File: src/common/wfd_consts.svh
`ifndef WFD_CONSTS_SVH
`define WFD_CONSTS_SVH

// channel trigger lines, one per channel fpga
`define WFD_NUM_CHAN        5

// descriptor queue slots between trigger and builder
`define WFD_FIFO_DEPTH      4

// acq_trigs pulse length in clk125 cycles
`define WFD_TRIG_PULSE      4

// tag bytes in bits 63..56 of the framing words
`define WFD_HDR_TAG         8'hA5
`define WFD_TRL_TAG         8'h5A

// board id, ascii "WFD0"
`define WFD_ID_VALUE        32'h5746_4430

// user bus register map, word addresses
`define WFD_REG_CTRL        0   // bit 0 enable
`define WFD_REG_MASK        1   // channel mask
`define WFD_REG_LEN         2   // payload words per event
`define WFD_REG_TRIG        3   // write fires a trigger, reads 0
`define WFD_REG_TCOUNT      4   // accepted triggers, read only
`define WFD_REG_DROPS       5   // descriptors lost to a full queue
`define WFD_REG_ID          6   // read only board id

// payload word count field in the len register
`define WFD_LEN_BITS        16

// trigger number field, shared by header, trailer and counters
`define WFD_TRIG_BITS       24

`endif

File: src/common/wfd_daq_pkg.sv
`include "wfd_consts.svh"

// trigger and event side types
package wfd_daq_pkg;

    // running trigger number, also used for the status counters
    typedef logic [`WFD_TRIG_BITS-1:0] trig_num_t;

    // one bit per channel trigger line
    typedef logic [`WFD_NUM_CHAN-1:0] chan_mask_t;

    // payload words per event, excluding header and trailer
    typedef logic [`WFD_LEN_BITS-1:0] evt_len_t;

    // one word on the daq link
    typedef logic [63:0] daq_word_t;

    // event builder states
    typedef enum logic [1:0] {
        IDLE,       // waiting on a queued descriptor
        HEADER,     // tag, trigger number, length, mask
        PAYLOAD,    // test pattern words
        TRAILER     // tag, trigger number, word count
    } builder_state_t;

endpackage

File: src/common/wfd_ipb_pkg.sv
// user bus side types, the register map itself lives in wfd_consts.svh
package wfd_ipb_pkg;

    // 24 address bits reach the slave, upper byte is decoded above us
    typedef logic [23:0] ipb_addr_t;

    // bus data word, both directions
    typedef logic [31:0] ipb_data_t;

    // ctrl register layout
    typedef struct packed {
        logic [30:0] rsvd;      // reads back 0
        logic        enable;    // accept trigger commands
    } ctrl_reg_t;

endpackage

File: src/common/trig_if.sv
// one trigger descriptor moving between pipeline stages
interface trig_if ();
    import wfd_daq_pkg::*;

    logic       valid;      // push strobe or not-empty level, depending on the hop
    trig_num_t  trig_num;
    chan_mask_t chan_mask;
    evt_len_t   evt_len;
    logic       take;       // pop pulse from the consumer

    modport source (
        output valid,
        output trig_num,
        output chan_mask,
        output evt_len,
        input  take
    );

    modport sink (
        input  valid,
        input  trig_num,
        input  chan_mask,
        input  evt_len,
        output take
    );
endinterface

File: src/daq/event_builder.sv
`include "wfd_consts.svh"

module event_builder (
    input  logic                   clk125,
    input  logic                   rst_n,
    trig_if.sink                   trig_out,
    input  logic                   daq_ready,
    input  logic                   daq_almost_full,
    output logic                   daq_valid,
    output logic                   daq_header,
    output logic                   daq_trailer,
    output wfd_daq_pkg::daq_word_t daq_data
);
    import wfd_daq_pkg::*;

    builder_state_t state;
    trig_num_t      cur_num;    // descriptor of the event in progress
    chan_mask_t     cur_mask;
    evt_len_t       cur_len;
    evt_len_t       word_idx;   // payload word position k
    logic           link_ok;    // link can take a word this cycle
    logic           emit;

    assign link_ok = daq_ready && !daq_almost_full;
    assign emit    = link_ok && (state != IDLE);

    // pop the head as soon as we pick it up
    assign trig_out.take = (state == IDLE) && trig_out.valid;

    assign daq_valid   = emit;
    assign daq_header  = emit && (state == HEADER);
    assign daq_trailer = emit && (state == TRAILER);

    // word follows state and index, so a stall simply holds it
    always_comb begin
        case (state)
            HEADER: begin
                daq_data = {`WFD_HDR_TAG, cur_num, cur_len,
                            {(16 - `WFD_NUM_CHAN){1'b0}}, cur_mask};
            end
            PAYLOAD: begin
                daq_data = {8'h00, cur_num, 16'h0000, word_idx};  // test pattern
            end
            TRAILER: begin
                daq_data = {`WFD_TRL_TAG, cur_num, 32'(cur_len) + 32'd2};
            end
            default: daq_data = '0;
        endcase
    end

    always_ff @(posedge clk125) begin
        if (!rst_n) begin
            state    <= IDLE;
            word_idx <= '0;
        end else begin
            case (state)
                IDLE: begin
                    if (trig_out.valid) state <= HEADER;
                end
                HEADER: begin
                    if (link_ok) begin
                        word_idx <= '0;
                        state    <= (cur_len == '0) ? TRAILER : PAYLOAD;  // empty event
                    end
                end
                PAYLOAD: begin
                    if (link_ok) begin
                        word_idx <= word_idx + 1'b1;
                        if (word_idx == cur_len - 1'b1) state <= TRAILER;
                    end
                end
                TRAILER: begin
                    if (link_ok) state <= IDLE;
                end
                default: state <= IDLE;
            endcase
        end
    end

    // latch the head entry at pop time
    always_ff @(posedge clk125) begin
        if (trig_out.take) begin
            cur_num  <= trig_out.trig_num;
            cur_mask <= trig_out.chan_mask;
            cur_len  <= trig_out.evt_len;
        end
    end

    // flagged words go out valid and carry the matching tag byte
    a_flags_valid: assert property (@(posedge clk125) disable iff (!rst_n)
        (daq_header || daq_trailer) |-> daq_valid &&
            (daq_data[63:56] == (daq_header ? `WFD_HDR_TAG : `WFD_TRL_TAG)));

    // each header is closed by a trailer before the next header
    a_framing: assert property (@(posedge clk125) disable iff (!rst_n)
        daq_header |=> (!daq_header until_with daq_trailer));

endmodule

File: src/design/channel_triggers.sv
`include "wfd_consts.svh"

module channel_triggers (
    input  logic                     clk125,
    input  logic                     rst_n,
    input  logic                     trig_cmd,
    input  logic                     enable,
    input  wfd_daq_pkg::chan_mask_t  chan_mask,
    input  wfd_daq_pkg::evt_len_t    evt_len,
    output logic [`WFD_NUM_CHAN-1:0] acq_trigs,
    output wfd_daq_pkg::trig_num_t   trig_count,
    trig_if.source                   trig_in
);
    import wfd_daq_pkg::*;

    localparam int PW = $clog2(`WFD_TRIG_PULSE + 1);

    logic          accept;      // command arrived while enabled
    logic [PW-1:0] pulse_cnt;   // cycles left in the current pulse
    chan_mask_t    pulse_mask;  // mask of the trigger that owns the pulse

    assign accept    = trig_cmd && enable;
    assign acq_trigs = (pulse_cnt != '0) ? pulse_mask : '0;

    always_ff @(posedge clk125) begin
        if (!rst_n) begin
            trig_count    <= '0;
            trig_in.valid <= 1'b0;
            pulse_cnt     <= '0;
        end else begin
            trig_in.valid <= accept;   // push lands one cycle after the command
            if (accept) begin
                trig_count <= trig_count + 1'b1;
                pulse_cnt  <= PW'(`WFD_TRIG_PULSE);   // restart even mid pulse
            end else if (pulse_cnt != '0) begin
                pulse_cnt <= pulse_cnt - 1'b1;
            end
        end
    end

    // descriptor fields, numbered before the count moves on
    always_ff @(posedge clk125) begin
        if (accept) begin
            trig_in.trig_num  <= trig_count;
            trig_in.chan_mask <= chan_mask;
            trig_in.evt_len   <= evt_len;
            pulse_mask        <= chan_mask;
        end
    end

    // Once WFD_TRIG_PULSE cycles pass with no accepted trigger the lines
    // must all be back at zero.
    a_pulse_window: assert property (@(posedge clk125) disable iff (!rst_n)
        !accept [*`WFD_TRIG_PULSE] |=> (acq_trigs == '0));

endmodule

File: src/design/ipb_regs.sv
`include "wfd_consts.svh"

module ipb_regs (
    input  logic                    clk125,
    input  logic                    rst_n,
    input  logic                    ipb_strobe,
    input  wfd_ipb_pkg::ipb_addr_t  ipb_addr,
    input  logic                    ipb_write,
    input  wfd_ipb_pkg::ipb_data_t  ipb_wdata,
    input  wfd_daq_pkg::trig_num_t  trig_count,
    input  wfd_daq_pkg::trig_num_t  drop_count,
    output wfd_ipb_pkg::ipb_data_t  ipb_rdata,
    output logic                    ipb_ack,
    output logic                    trig_cmd,
    output logic                    enable,
    output wfd_daq_pkg::chan_mask_t chan_mask,
    output wfd_daq_pkg::evt_len_t   evt_len
);
    import wfd_ipb_pkg::*;

    ctrl_reg_t ctrl_q;
    logic      strobe_d;        // strobe as seen last cycle
    logic      start;           // first sampled cycle of an access
    logic      wr_en;
    ipb_data_t rd_mux;

    // master holds strobe until ack, so only the rising edge counts
    assign start  = ipb_strobe && !strobe_d;
    assign wr_en  = start && ipb_write;
    assign enable = ctrl_q.enable;

    always_ff @(posedge clk125) begin
        if (!rst_n) begin
            strobe_d  <= 1'b0;
            ipb_ack   <= 1'b0;
            trig_cmd  <= 1'b0;
            ctrl_q    <= '0;
            chan_mask <= '0;
            evt_len   <= '0;
        end else begin
            strobe_d <= ipb_strobe;
            ipb_ack  <= start;     // one ack per access, next cycle
            trig_cmd <= wr_en && (ipb_addr == ipb_addr_t'(`WFD_REG_TRIG));
            if (wr_en) begin
                case (ipb_addr)
                    ipb_addr_t'(`WFD_REG_CTRL): ctrl_q.enable <= ipb_wdata[0];
                    ipb_addr_t'(`WFD_REG_MASK): chan_mask <= ipb_wdata[`WFD_NUM_CHAN-1:0];
                    ipb_addr_t'(`WFD_REG_LEN):  evt_len <= ipb_wdata[`WFD_LEN_BITS-1:0];
                    default: ;  // trig handled above, status regs read only
                endcase
            end
        end
    end

    // read map, everything zero-extended
    always_comb begin
        case (ipb_addr)
            ipb_addr_t'(`WFD_REG_CTRL):   rd_mux = ctrl_q;
            ipb_addr_t'(`WFD_REG_MASK):   rd_mux = ipb_data_t'(chan_mask);
            ipb_addr_t'(`WFD_REG_LEN):    rd_mux = ipb_data_t'(evt_len);
            ipb_addr_t'(`WFD_REG_TCOUNT): rd_mux = ipb_data_t'(trig_count);
            ipb_addr_t'(`WFD_REG_DROPS):  rd_mux = ipb_data_t'(drop_count);
            ipb_addr_t'(`WFD_REG_ID):     rd_mux = `WFD_ID_VALUE;
            default:                      rd_mux = '0;  // trig reg and holes
        endcase
    end

    // captured with the ack so data and ack line up
    always_ff @(posedge clk125) begin
        if (start) begin
            ipb_rdata <= rd_mux;
        end
    end

    // the master must keep strobe up through the ack cycle
    a_ack_in_strobe: assert property (@(posedge clk125) disable iff (!rst_n)
        ipb_ack |-> ipb_strobe);

endmodule

File: src/design/trig_fifo.sv
`include "wfd_consts.svh"

module trig_fifo (
    input  logic                   clk125,
    input  logic                   rst_n,
    trig_if.sink                   trig_in,
    trig_if.source                 trig_out,
    output wfd_daq_pkg::trig_num_t drop_count
);
    import wfd_daq_pkg::*;

    localparam int AW = $clog2(`WFD_FIFO_DEPTH);
    localparam int CW = $clog2(`WFD_FIFO_DEPTH + 1);

    trig_num_t     num_mem  [`WFD_FIFO_DEPTH];
    chan_mask_t    mask_mem [`WFD_FIFO_DEPTH];
    evt_len_t      len_mem  [`WFD_FIFO_DEPTH];
    logic [AW-1:0] wr_ptr;
    logic [AW-1:0] rd_ptr;
    logic [CW-1:0] count;      // occupancy
    logic          full;
    logic          push;
    logic          pop;

    function automatic logic [AW-1:0] next_ptr(input logic [AW-1:0] p);
        return (p == AW'(`WFD_FIFO_DEPTH - 1)) ? '0 : p + 1'b1;
    endfunction

    assign full = (count == CW'(`WFD_FIFO_DEPTH));
    assign push = trig_in.valid && !full;   // full means refused, even with a pop
    assign pop  = trig_out.take;

    assign trig_in.take = 1'b0;  // producer side is a bare push strobe

    // head of queue
    assign trig_out.valid     = (count != '0);
    assign trig_out.trig_num  = num_mem[rd_ptr];
    assign trig_out.chan_mask = mask_mem[rd_ptr];
    assign trig_out.evt_len   = len_mem[rd_ptr];

    always_ff @(posedge clk125) begin
        if (!rst_n) begin
            wr_ptr     <= '0;
            rd_ptr     <= '0;
            count      <= '0;
            drop_count <= '0;
        end else begin
            if (push) wr_ptr <= next_ptr(wr_ptr);
            if (pop)  rd_ptr <= next_ptr(rd_ptr);
            if (trig_in.valid && full) begin
                drop_count <= drop_count + 1'b1;  // lost descriptor
            end
            case ({push, pop})
                2'b10:   count <= count + 1'b1;
                2'b01:   count <= count - 1'b1;
                default: ;
            endcase
        end
    end

    always_ff @(posedge clk125) begin
        if (push) begin
            num_mem[wr_ptr]  <= trig_in.trig_num;
            mask_mem[wr_ptr] <= trig_in.chan_mask;
            len_mem[wr_ptr]  <= trig_in.evt_len;
        end
    end

    // the builder only pops what it can see
    a_no_underflow: assert property (@(posedge clk125) disable iff (!rst_n)
        trig_out.take |-> trig_out.valid);

endmodule

File: src/design/wfd_core.sv
`include "wfd_consts.svh"

module wfd_core (
    input  logic                     clk125,
    input  logic                     rst_n,
    input  logic                     ipb_strobe,
    input  wfd_ipb_pkg::ipb_addr_t   ipb_addr,
    input  logic                     ipb_write,
    input  wfd_ipb_pkg::ipb_data_t   ipb_wdata,
    output wfd_ipb_pkg::ipb_data_t   ipb_rdata,
    output logic                     ipb_ack,
    output logic [`WFD_NUM_CHAN-1:0] acq_trigs,
    output logic                     daq_valid,
    output logic                     daq_header,
    output logic                     daq_trailer,
    output wfd_daq_pkg::daq_word_t   daq_data,
    input  logic                     daq_ready,
    input  logic                     daq_almost_full
);
    import wfd_daq_pkg::*;

    logic       trig_cmd;      // software trigger pulse
    logic       enable;
    chan_mask_t chan_mask;
    evt_len_t   evt_len;
    trig_num_t  trig_count;    // status back to the register slave
    trig_num_t  drop_count;

    trig_if trig_in ();        // trigger stage to queue
    trig_if trig_out ();       // queue head to builder

    ipb_regs i_regs (
        .clk125     (clk125),
        .rst_n      (rst_n),
        .ipb_strobe (ipb_strobe),
        .ipb_addr   (ipb_addr),
        .ipb_write  (ipb_write),
        .ipb_wdata  (ipb_wdata),
        .trig_count (trig_count),
        .drop_count (drop_count),
        .ipb_rdata  (ipb_rdata),
        .ipb_ack    (ipb_ack),
        .trig_cmd   (trig_cmd),
        .enable     (enable),
        .chan_mask  (chan_mask),
        .evt_len    (evt_len)
    );

    channel_triggers i_trigs (
        .clk125     (clk125),
        .rst_n      (rst_n),
        .trig_cmd   (trig_cmd),
        .enable     (enable),
        .chan_mask  (chan_mask),
        .evt_len    (evt_len),
        .acq_trigs  (acq_trigs),
        .trig_count (trig_count),
        .trig_in    (trig_in.source)
    );

    trig_fifo i_fifo (
        .clk125     (clk125),
        .rst_n      (rst_n),
        .trig_in    (trig_in.sink),
        .trig_out   (trig_out.source),
        .drop_count (drop_count)
    );

    event_builder i_builder (
        .clk125          (clk125),
        .rst_n           (rst_n),
        .trig_out        (trig_out.sink),
        .daq_ready       (daq_ready),
        .daq_almost_full (daq_almost_full),
        .daq_valid       (daq_valid),
        .daq_header      (daq_header),
        .daq_trailer     (daq_trailer),
        .daq_data        (daq_data)
    );

endmodule

File: config.mk
export PLATFORM = sky130hd
export DESIGN_NAME = wfd_core
export DESIGN_NICKNAME = d
export VERILOG_FILES = /design/src/common/wfd_daq_pkg.sv /design/src/common/wfd_ipb_pkg.sv /design/src/common/trig_if.sv /design/src/daq/event_builder.sv /design/src/design/channel_triggers.sv /design/src/design/ipb_regs.sv /design/src/design/trig_fifo.sv /design/src/design/wfd_core.sv
export VERILOG_INCLUDE_DIRS = /design/src /design/src/common
export SDC_FILE = /design/constraint.sdc
export NUM_CORES = 1
export LEC_CHECK = 0
export BUFFER_PORTS_ARGS = -buffer_cell sky130_fd_sc_hd__buf_2
export CELL_PAD_IN_SITES_DETAIL_PLACEMENT = 1
export CELL_PAD_IN_SITES_GLOBAL_PLACEMENT = 2
export CORE_MARGIN = 4
export CORE_UTILIZATION = 30
export DETAILED_ROUTE_END_ITERATION = 8
export GPL_TIMING_DRIVEN = 0
export PLACE_DENSITY_LB_ADDON = 0.1
export SLEW_MARGIN = 5
export SYNTH_ARGS = -nofsm -noshare
export SYNTH_HDL_FRONTEND = slang
export SYNTH_HIERARCHICAL = 1
export SYNTH_SLANG_ARGS = --single-unit
File: constraint.sdc
create_clock -name clk125 -period 4.4 [get_ports clk125]
set_input_delay 0.88 -clock clk125 [delete_from_list [all_inputs] [get_ports clk125]]
set_output_delay 0.88 -clock clk125 [all_outputs]
set_load 0.01 [all_outputs]
==> metrics.md, run 1 <==
| Metric | Value |
|---|---|
| Buf+Inv Stages, Crit Path | `3` |
| Pre-CTS setup slack | `0.821 ns` |
| Sink Count | `about 400` |
| Worst vdd ir | `0.000295 V` |
| Worst EP required | `roughly 3.5 ns` |
| # H-tree levels | `2` |
| Total power | `between 9000 and 10000 µW` |
| Nets | `~1500` |
| Hold buffers post-CTS | `0` |
| Sum Neg Setup Slack | `0 ns` |
| Clk root buf | `clkbuf_16` |
| Critical Path End Type | `primary output` |
| Largest net degree at the start of global routing | `roughly 50` |
| Grt total ovfl | `0` |
| GRT Util Overall | `between 15 and 20%` |
| Worst skew pair latency | `about 0.57 ns` |
| Metal2 WL | `21.0 mm` |
| DR WL met3 | `about 1.9 mm` |
| Io pins | `roughly 170` |
| Max Clock Freq | `between 0.2 and 0.3 GHz` |
| Period utilization | `between 80% and 90%` |
| Critical R2R Launch | `i_builder/cur_len[1]` |
| Min-Delay Path Depth | `0` |
| Post-Route M1 WL | `approximately 23 mm` |
| Clock Path Buffers | `3` |
| ANT cells | `0` |
| R2R cell count | `10` |
| Post-DRT Antenna Nets | `0` |
| Worst hold endpoint | `i_trigs/trig_in.evt_len[0]` |
| Initial antenna violation count | `0` |
| TritonCTS clock tree | `built` |
| Via density | `roughly 4.8` |
| Crit path launch | `i_builder/state[0]` |
| Top routing layer in use | `met4` |
| Worst slew margin | `41.9%` |
| Critical Path AT | `around 3.1 ns` |
| CP dominant cell by count | `buf_2` |
| Layout area overhead | `19.1%` |
| Worst hold slack | `approximately 0.49 ns` |
| Min-delay src | `i_regs/evt_len[0]` |
| Die Area | `approximately 0.06 mm²` |
| Register Area | `between 0.01 and 0.015 mm²` |
| Cell area after synthesis | `~0.017 mm²` |
| First-pass GRT wire length | `~72 mm` |
| # Post-CTS Setup Buffers | `0` |
| Highest-delay cell along the critical path | `nor2_1` |
| # DRC | `0` |
| Util after Layout | `about 36%` |
| CP Class | `reg2out` |
| GPL Wtd Cong | `0.778` |
| Setup ws final | `between 0.4 and 0.5 ns` |
| Skew final | `between 0.01 and 0.015 ns` |
| DR vias | `between 10000 and 15000` |
| Largest stage delay, worst path | `between 0.5 and 0.6 ns` |
| Power per Cell Area | `about 450 mW/mm²` |
| Vias in the first global route | `about 11000` |
| Reg clk slew, reported paths | `approximately 0.060 ns` |
| RSZ-0062 raised after global routing | `no` |
| Resized Gates After CTS | `0` |
| Total wire length | `between 40 and 50 mm` |
| Reg-to-reg endpoint | `i_builder/state[0]` |
| Hold Vio Cnt, Final | `0` |
| Share of layout cells above drive strength 1 | `between 20% and 30%` |
| Initial Utilization | `a little under a third` |
| Status | `completed` |
| Startpoint types | `register` |
| Min-delay worst type | `reg2reg` |
| Die Ht | `245 µm` |
| Flop2flop setup slack | `between 1 and 1.5 ns` |
| PortBufs | `~150` |
| Core ar. | `around 0.055 mm²` |
| Fin. max-slew vios | `0` |
| Iter 0 DRT Violations | `between 500 and 600` |
| Detailed placer's ending HPWL | `roughly 33 mm` |
| Worst path cell trace | `ha_1 > buf_2 > nor3_1 > nor2_1 > clkbuf_1 > and2_1 > buf_2` |
| Crit path max-delay family | `buffers and inverters` |
| Post-synthesis area per instance | `approximately 14 µm²` |
| Leak | `0.00702 µW` |
| DRT Pass-1 Iters | `6` |
| Post-synthesis instance total | `roughly 1200` |
| Max-cap violations | `0` |
| Fillers | `a little under 6000` |
| # rows | `86` |
| Avg WL per Cell | `between 20 and 25 µm` |
| Final min period | `between 3 and 4 ns` |
| Num CTS Buffers | `between 40 and 50` |
| Area taken by multi-input logic gates | `0.00545 mm²` |
| Setup-failing EPs final | `0` |
| CP max FO | `10` |
| Syn. warnings | `6` |
| Worst-margin pin slew | `0.870 ns` |
| Horiz. Die Dim | `245 µm` |
cell usage in the layout (no fill, tap or decap), drive strengths merged, types with 16 or more instances in the layout:
cell and instances:
a21oi 45, a22oi 23, and2 58, and3 18, buf 189, clkbuf 98, dfxtp 104, edfxtp 295
ha 19, inv 34, mux2i 26, mux4 45, nand2 70, nand3 30, nand4 35, nor2 79
nor3 16, o21ai 31, or4 17, xnor2 42, xor2 28
how the worst max path moves through the flow:
| stage | end | slack [ns] | depth (start not counted) |
|---|---|---|---|
| global placement | i_fifo/count[2] | 0.003 | 9 |
| detailed placement | daq_data[51] | 0.82 | 7 |
| floorplan | i_fifo/count[2] | 1.25 | 9 |
| global route | daq_data[51] | 0.07 | 7 |
| CTS | daq_data[51] | 0.18 | 7 |
| finish | daq_data[53] | 0.45 | 7 |
routing by layer:
metal  track usage (%)  up-vias
li1                  -     4982
met1              22.7     5316
met2              24.3      193
met3              3.06       62
met4              3.94        0
met5                 0        -
area by class of cell:
class,count,area share (%)
Buffer,78,2.08
Clock buffer,62,6.17
Clock inverter,21,1.32
Inverter,29,0.541
Multi-Input combinational cell,707,27.1
Sequential cell,399,54.4
Tap cell,748,4.65
Timing Repair Buffer,147,3.73
state kept, by name (all words and copies together), names as in the netlist, 3 cells and up, named ones only:
| name | flops |
|---|---|
| i_trigs/pulse_cnt | 3 |
| i_regs/evt_len | 16 |
| i_fifo/count | 3 |
| i_regs/chan_mask | 5 |
| i_builder/cur_mask | 5 |
| i_fifo/drop_count | 24 |
| i_builder/cur_len | 16 |
| i_builder/word_idx | 16 |
| i_builder/cur_num | 24 |
| i_fifo/num_mem | 96 |
| i_trigs/trig_in.trig_num | 24 |
| i_fifo/len_mem | 64 |
| i_trigs/trig_in.evt_len | 16 |
| i_fifo/mask_mem | 20 |
| i_regs/ipb_rdata | 25 |
| i_trigs/trig_in.chan_mask | 5 |
| i_trigs/trig_count | 24 |
through the flow:
stage               instance area [µm²]  cells
global placement                  18600   2107
finish                            20100   2191
global route                      20100   2191
detailed placement                18600   2108
floorplan                         16900   1213
CTS                               20100   2191
power breakdown:
part | internal [µW] | leakage, µW | switching [µW]
clock | 2280 | 0.000723 | 1530
combinational | 393 | 0.00255 | 601
sequential | 4170 | 0.00375 | 65.7
total | 6850 | 0.00702 | 2200
(Power assumes the default switching activity.)
==> inputs of run 2 (changes only) <==
Settings changed: BUFFER_PORTS_ARGS -buffer_cell sky130_fd_sc_hd__buf_2 to default, DONT_BUFFER_PORTS from default to 1, SETUP_SLACK_MARGIN from default to 0.15, SYNTH_HIERARCHICAL 1 to default.
==> metrics.md, run 2 <==
| Metric | Value |
|---|---|
| GRT Util Overall | `14.6% (was 15.7%)` |
| Fillers | `5591 (was 5804)` |
| Die Ht | `243 µm (was 245 µm)` |
| Biggest regs | `i_fifo.num_mem: 96 flops, i_fifo.len_mem: 64 flops, i_regs.ipb_rdata: 25 flops (was i_fifo/num_mem: 96 flops, i_fifo/len_mem: 64 flops, i_regs/ipb_rdata: 25 flops)` |
| Leak | `0.00612 µW (was 0.00702 µW)` |
| DR vias | `9156 (was 10553)` |
| Critical Path AT | `2.99 ns (was 3.07 ns)` |
| Grt total ovfl | `0 (unchanged)` |
| Critical Path End Type | `primary output (unchanged)` |
| Seq cells post-synth | `about 400` |
| Largest register FFs | `96 (unchanged)` |
| Worst path cell trace | `ha_1 > clkbuf_1 > nor3_1 > nor2_1 > clkbuf_1 > and2_1 (was ha_1 > buf_2 > nor3_1 > nor2_1 > clkbuf_1 > and2_1 > buf_2)` |
| Die Area | `0.0588 mm² (was 0.0602 mm²)` |
| Io pins | `167 (unchanged)` |
| Worst slew margin | `21.4% (was 41.9%)` |
| Sum Neg Setup Slack | `0 ns (unchanged)` |
| Skew final | `0.0208 ns (was 0.0130 ns)` |
| Post-DRT Antenna Nets | `0 (unchanged)` |
| CP Class | `reg2out (unchanged)` |
| Synth area leader | `edfxtp_1` |
| Post-synth top flop | `edfxtp_1` |
| Worst-margin pin slew | `1.17 ns (was 0.870 ns)` |
| # H-tree levels | `2 (unchanged)` |
| Status | `completed (unchanged)` |
| Worst EP required | `3.52 ns (about the same)` |
| Num CTS Buffers | `47 (was 45)` |
| Horiz. Die Dim | `243 µm (was 245 µm)` |
| Startpoint types | `register (unchanged)` |
| Crit path max-delay family | `simple AND/OR/NAND/NOR gates (was buffers and inverters)` |
| GPL Wtd Cong | `0.777 (was 0.778)` |
| DRT Pass-1 Iters | `5 (was 6)` |
| Buf+Inv Stages, Crit Path | `2 (was 3)` |
| Clk root buf | `clkbuf_16 (unchanged)` |
| Cell area after synthesis | `0.0165 mm² (was 0.0169 mm²)` |
| Setup-failing EPs final | `0 (unchanged)` |
| Nets | `1280 (was 1489)` |
| Post-synthesis instance total | `1146 (was 1211)` |
| Layout area overhead | `15.1% (was 19.1%)` |
| Syn. warnings | `0 (was 6)` |
| Worst skew pair latency | `0.58 ns (was 0.57 ns)` |
| Post-synth top area share | `between 50% and 60%` |
| Share of layout cells above drive strength 1 | `13.0% (was 23.0%)` |
| Max Clock Freq | `0.258 GHz (was 0.253 GHz)` |
| Reg clk slew, reported paths | `0.06 ns (about the same)` |
| Highest-delay cell along the critical path | `nor2_1 (unchanged)` |
| Largest net degree at the start of global routing | `50 (was 49)` |
| Power per Cell Area | `489 mW/mm² (was 450 mW/mm²)` |
| Final min period | `3.87 ns (was 3.95 ns)` |
| # DRC | `0 (unchanged)` |
| Avg WL per Cell | `22.3 µm (was 21.6 µm)` |
| Most instantiated library cell after synthesis | `edfxtp_1` |
| Initial Utilization | `30.5% (about the same)` |
| CP dominant cell by count | `clkbuf_1 (was buf_2)` |
| Post-synth EDFFs | `between 200 and 300` |
| Top cells by count, synth | `295 x edfxtp_1, 102 x dfxtp_1, 87 x and2_1` |
| Hold Vio Cnt, Final | `0 (unchanged)` |
| Most frequent cells in the layout | `295 x edfxtp_1, 102 x dfxtp_1, 87 x and2_1 (was 295 x edfxtp_1, 164 x buf_2, 104 x dfxtp_1)` |
| Sink Count | `397 (was 399)` |
| Iter 0 DRT Violations | `595 (was 542)` |
| Initial antenna violation count | `1 (was 0)` |
| RSZ-0062 raised after global routing | `no (unchanged)` |
| Max-cap violations | `0 (unchanged)` |
| Synth cell types | `between 60 and 70` |
| Hold buffers post-CTS | `0 (unchanged)` |
| Period utilization | `88.1% (was 89.7%)` |
| Post-synthesis area per instance | `14.4 µm² (was 13.9 µm²)` |
| Commonest non-fill, non-tap cell in the layout | `edfxtp_1 (unchanged)` |
| Via density | `4.74 (was 4.82)` |
| Register area share after synthesis | `around 66%` |
| TritonCTS clock tree | `built (unchanged)` |
| Worst vdd ir | `0.000266 V (was 0.000295 V)` |
| Fraction of registers with async set/reset | `0%` |
| First-pass GRT wire length | `65.3 mm (was 72.4 mm)` |
| Core ar. | `0.0541 mm² (was 0.0554 mm²)` |
| Largest stage delay, worst path | `0.45 ns (was 0.53 ns)` |
| Vias in the first global route | `9968 (was 11215)` |
| PortBufs | `0 (was 146)` |
| Most area-consuming cells after synthesis | `edfxtp_1 54%, dfxtp_1 12%, mux4_2 6.3%` |
| Min-delay worst type | `in2reg (was reg2reg)` |
| Fin. max-slew vios | `0 (unchanged)` |
| Top reg by flops | `i_fifo.num_mem (was i_fifo/num_mem)` |
| CP max FO | `10 (unchanged)` |
| Util after Layout | `35.1% (was 36.3%)` |
| Total wire length | `43.0 mm (was 47.2 mm)` |
| Detailed placer's ending HPWL | `30.3 mm (was 33.2 mm)` |
| Clock Path Buffers | `3 (unchanged)` |
| # rows | `85 (was 86)` |
## run 2: repair_timing
item	4_1_cts	5_1_grt
endpoints found under the setup margin	0	10
resized for setup	0	2
buffers inserted	0	0
## run 2: logic make-up after synthesis
family | Yosys count | synth area share (%)
fa+ha+maj | 20 | 1.56
flops | 397 | 66.1
buf+inv | 99 | 2.87
compound gates | 98 | 4.40
other cells | 1 | 0.0227
xor+xnor | 84 | 4.57
mux | 80 | 8.36
simple gates | 367 | 12.2
## run 2: cell type report
type | instances | area [µm²] | share of cell area (%)
tap | 696 | 871 | 4.58
sequential | 397 | 10900 | 57.4
inverter | 32 | 120 | 0.632
buffer | 67 | 354 | 1.86
clock buffer | 60 | 1260 | 6.61
antenna | 1 | 2.50 | 0.0132
clock inverter | 25 | 309 | 1.63
timing repair buffer | 1 | 20.0 | 0.105
multi-input combinational | 652 | 5160 | 27.2
## run 2: worst reg2reg max path, delay by kind of cell (launching register included)
family	cells	cell delay [ns]
flip-flops	1	0.41
buffers and inverters	2	1.09
AO/OA/AOI/OAI	1	0.15
AND/OR/NAND/NOR	4	1.44
## run 2: per-layer routing
layer	global-route usage (%)	part of all wire [%]	vias up
li1	-	-	4320
met3	3.29	4.6	66
met5	0	0	-
met1	19.9	47	4598
met4	4.20	2.5	0
met2	23.5	46	172
## run 2: path summary, 6_finish.rpt
check                      startpoint                     end  slack (ns)  depth (start not counted)
setup / recovery   i_builder.state[1]            daq_data[39]        0.53                          6
hold / removal             ipb_strobe         i_regs.strobe_d        0.43                          1
setup reg to reg        i_regs.enable  i_trigs.trig_count[15]        1.24                          7
hold reg to reg   i_regs.chan_mask[4]   i_trigs.pulse_mask[4]        0.48                          0
## run 2: power breakdown
group	leakage [µW]	total (µW)	internal (µW)	switching (µW)
sequential	0.00348	4220	4130	93.4
clock	0.000753	3950	2370	1570
combinational	0.00188	1120	420	697
total	0.00612	9280	6920	2360
## run 2: stage by stage
stage,setup WS (ns),hold slack (ns),cell area [µm²],total power [µW],instances
after CTS,0.204,0.386,19000,9480,1930
after floorplan,1.26,0.425,16500,5100,1148
final,0.525,0.431,19000,9280,1931
after global routing,0.158,0.390,19000,9720,1930
after detailed placement,0.735,0.476,17400,5460,1845
after global placement,0.429,0.475,17400,5440,1844
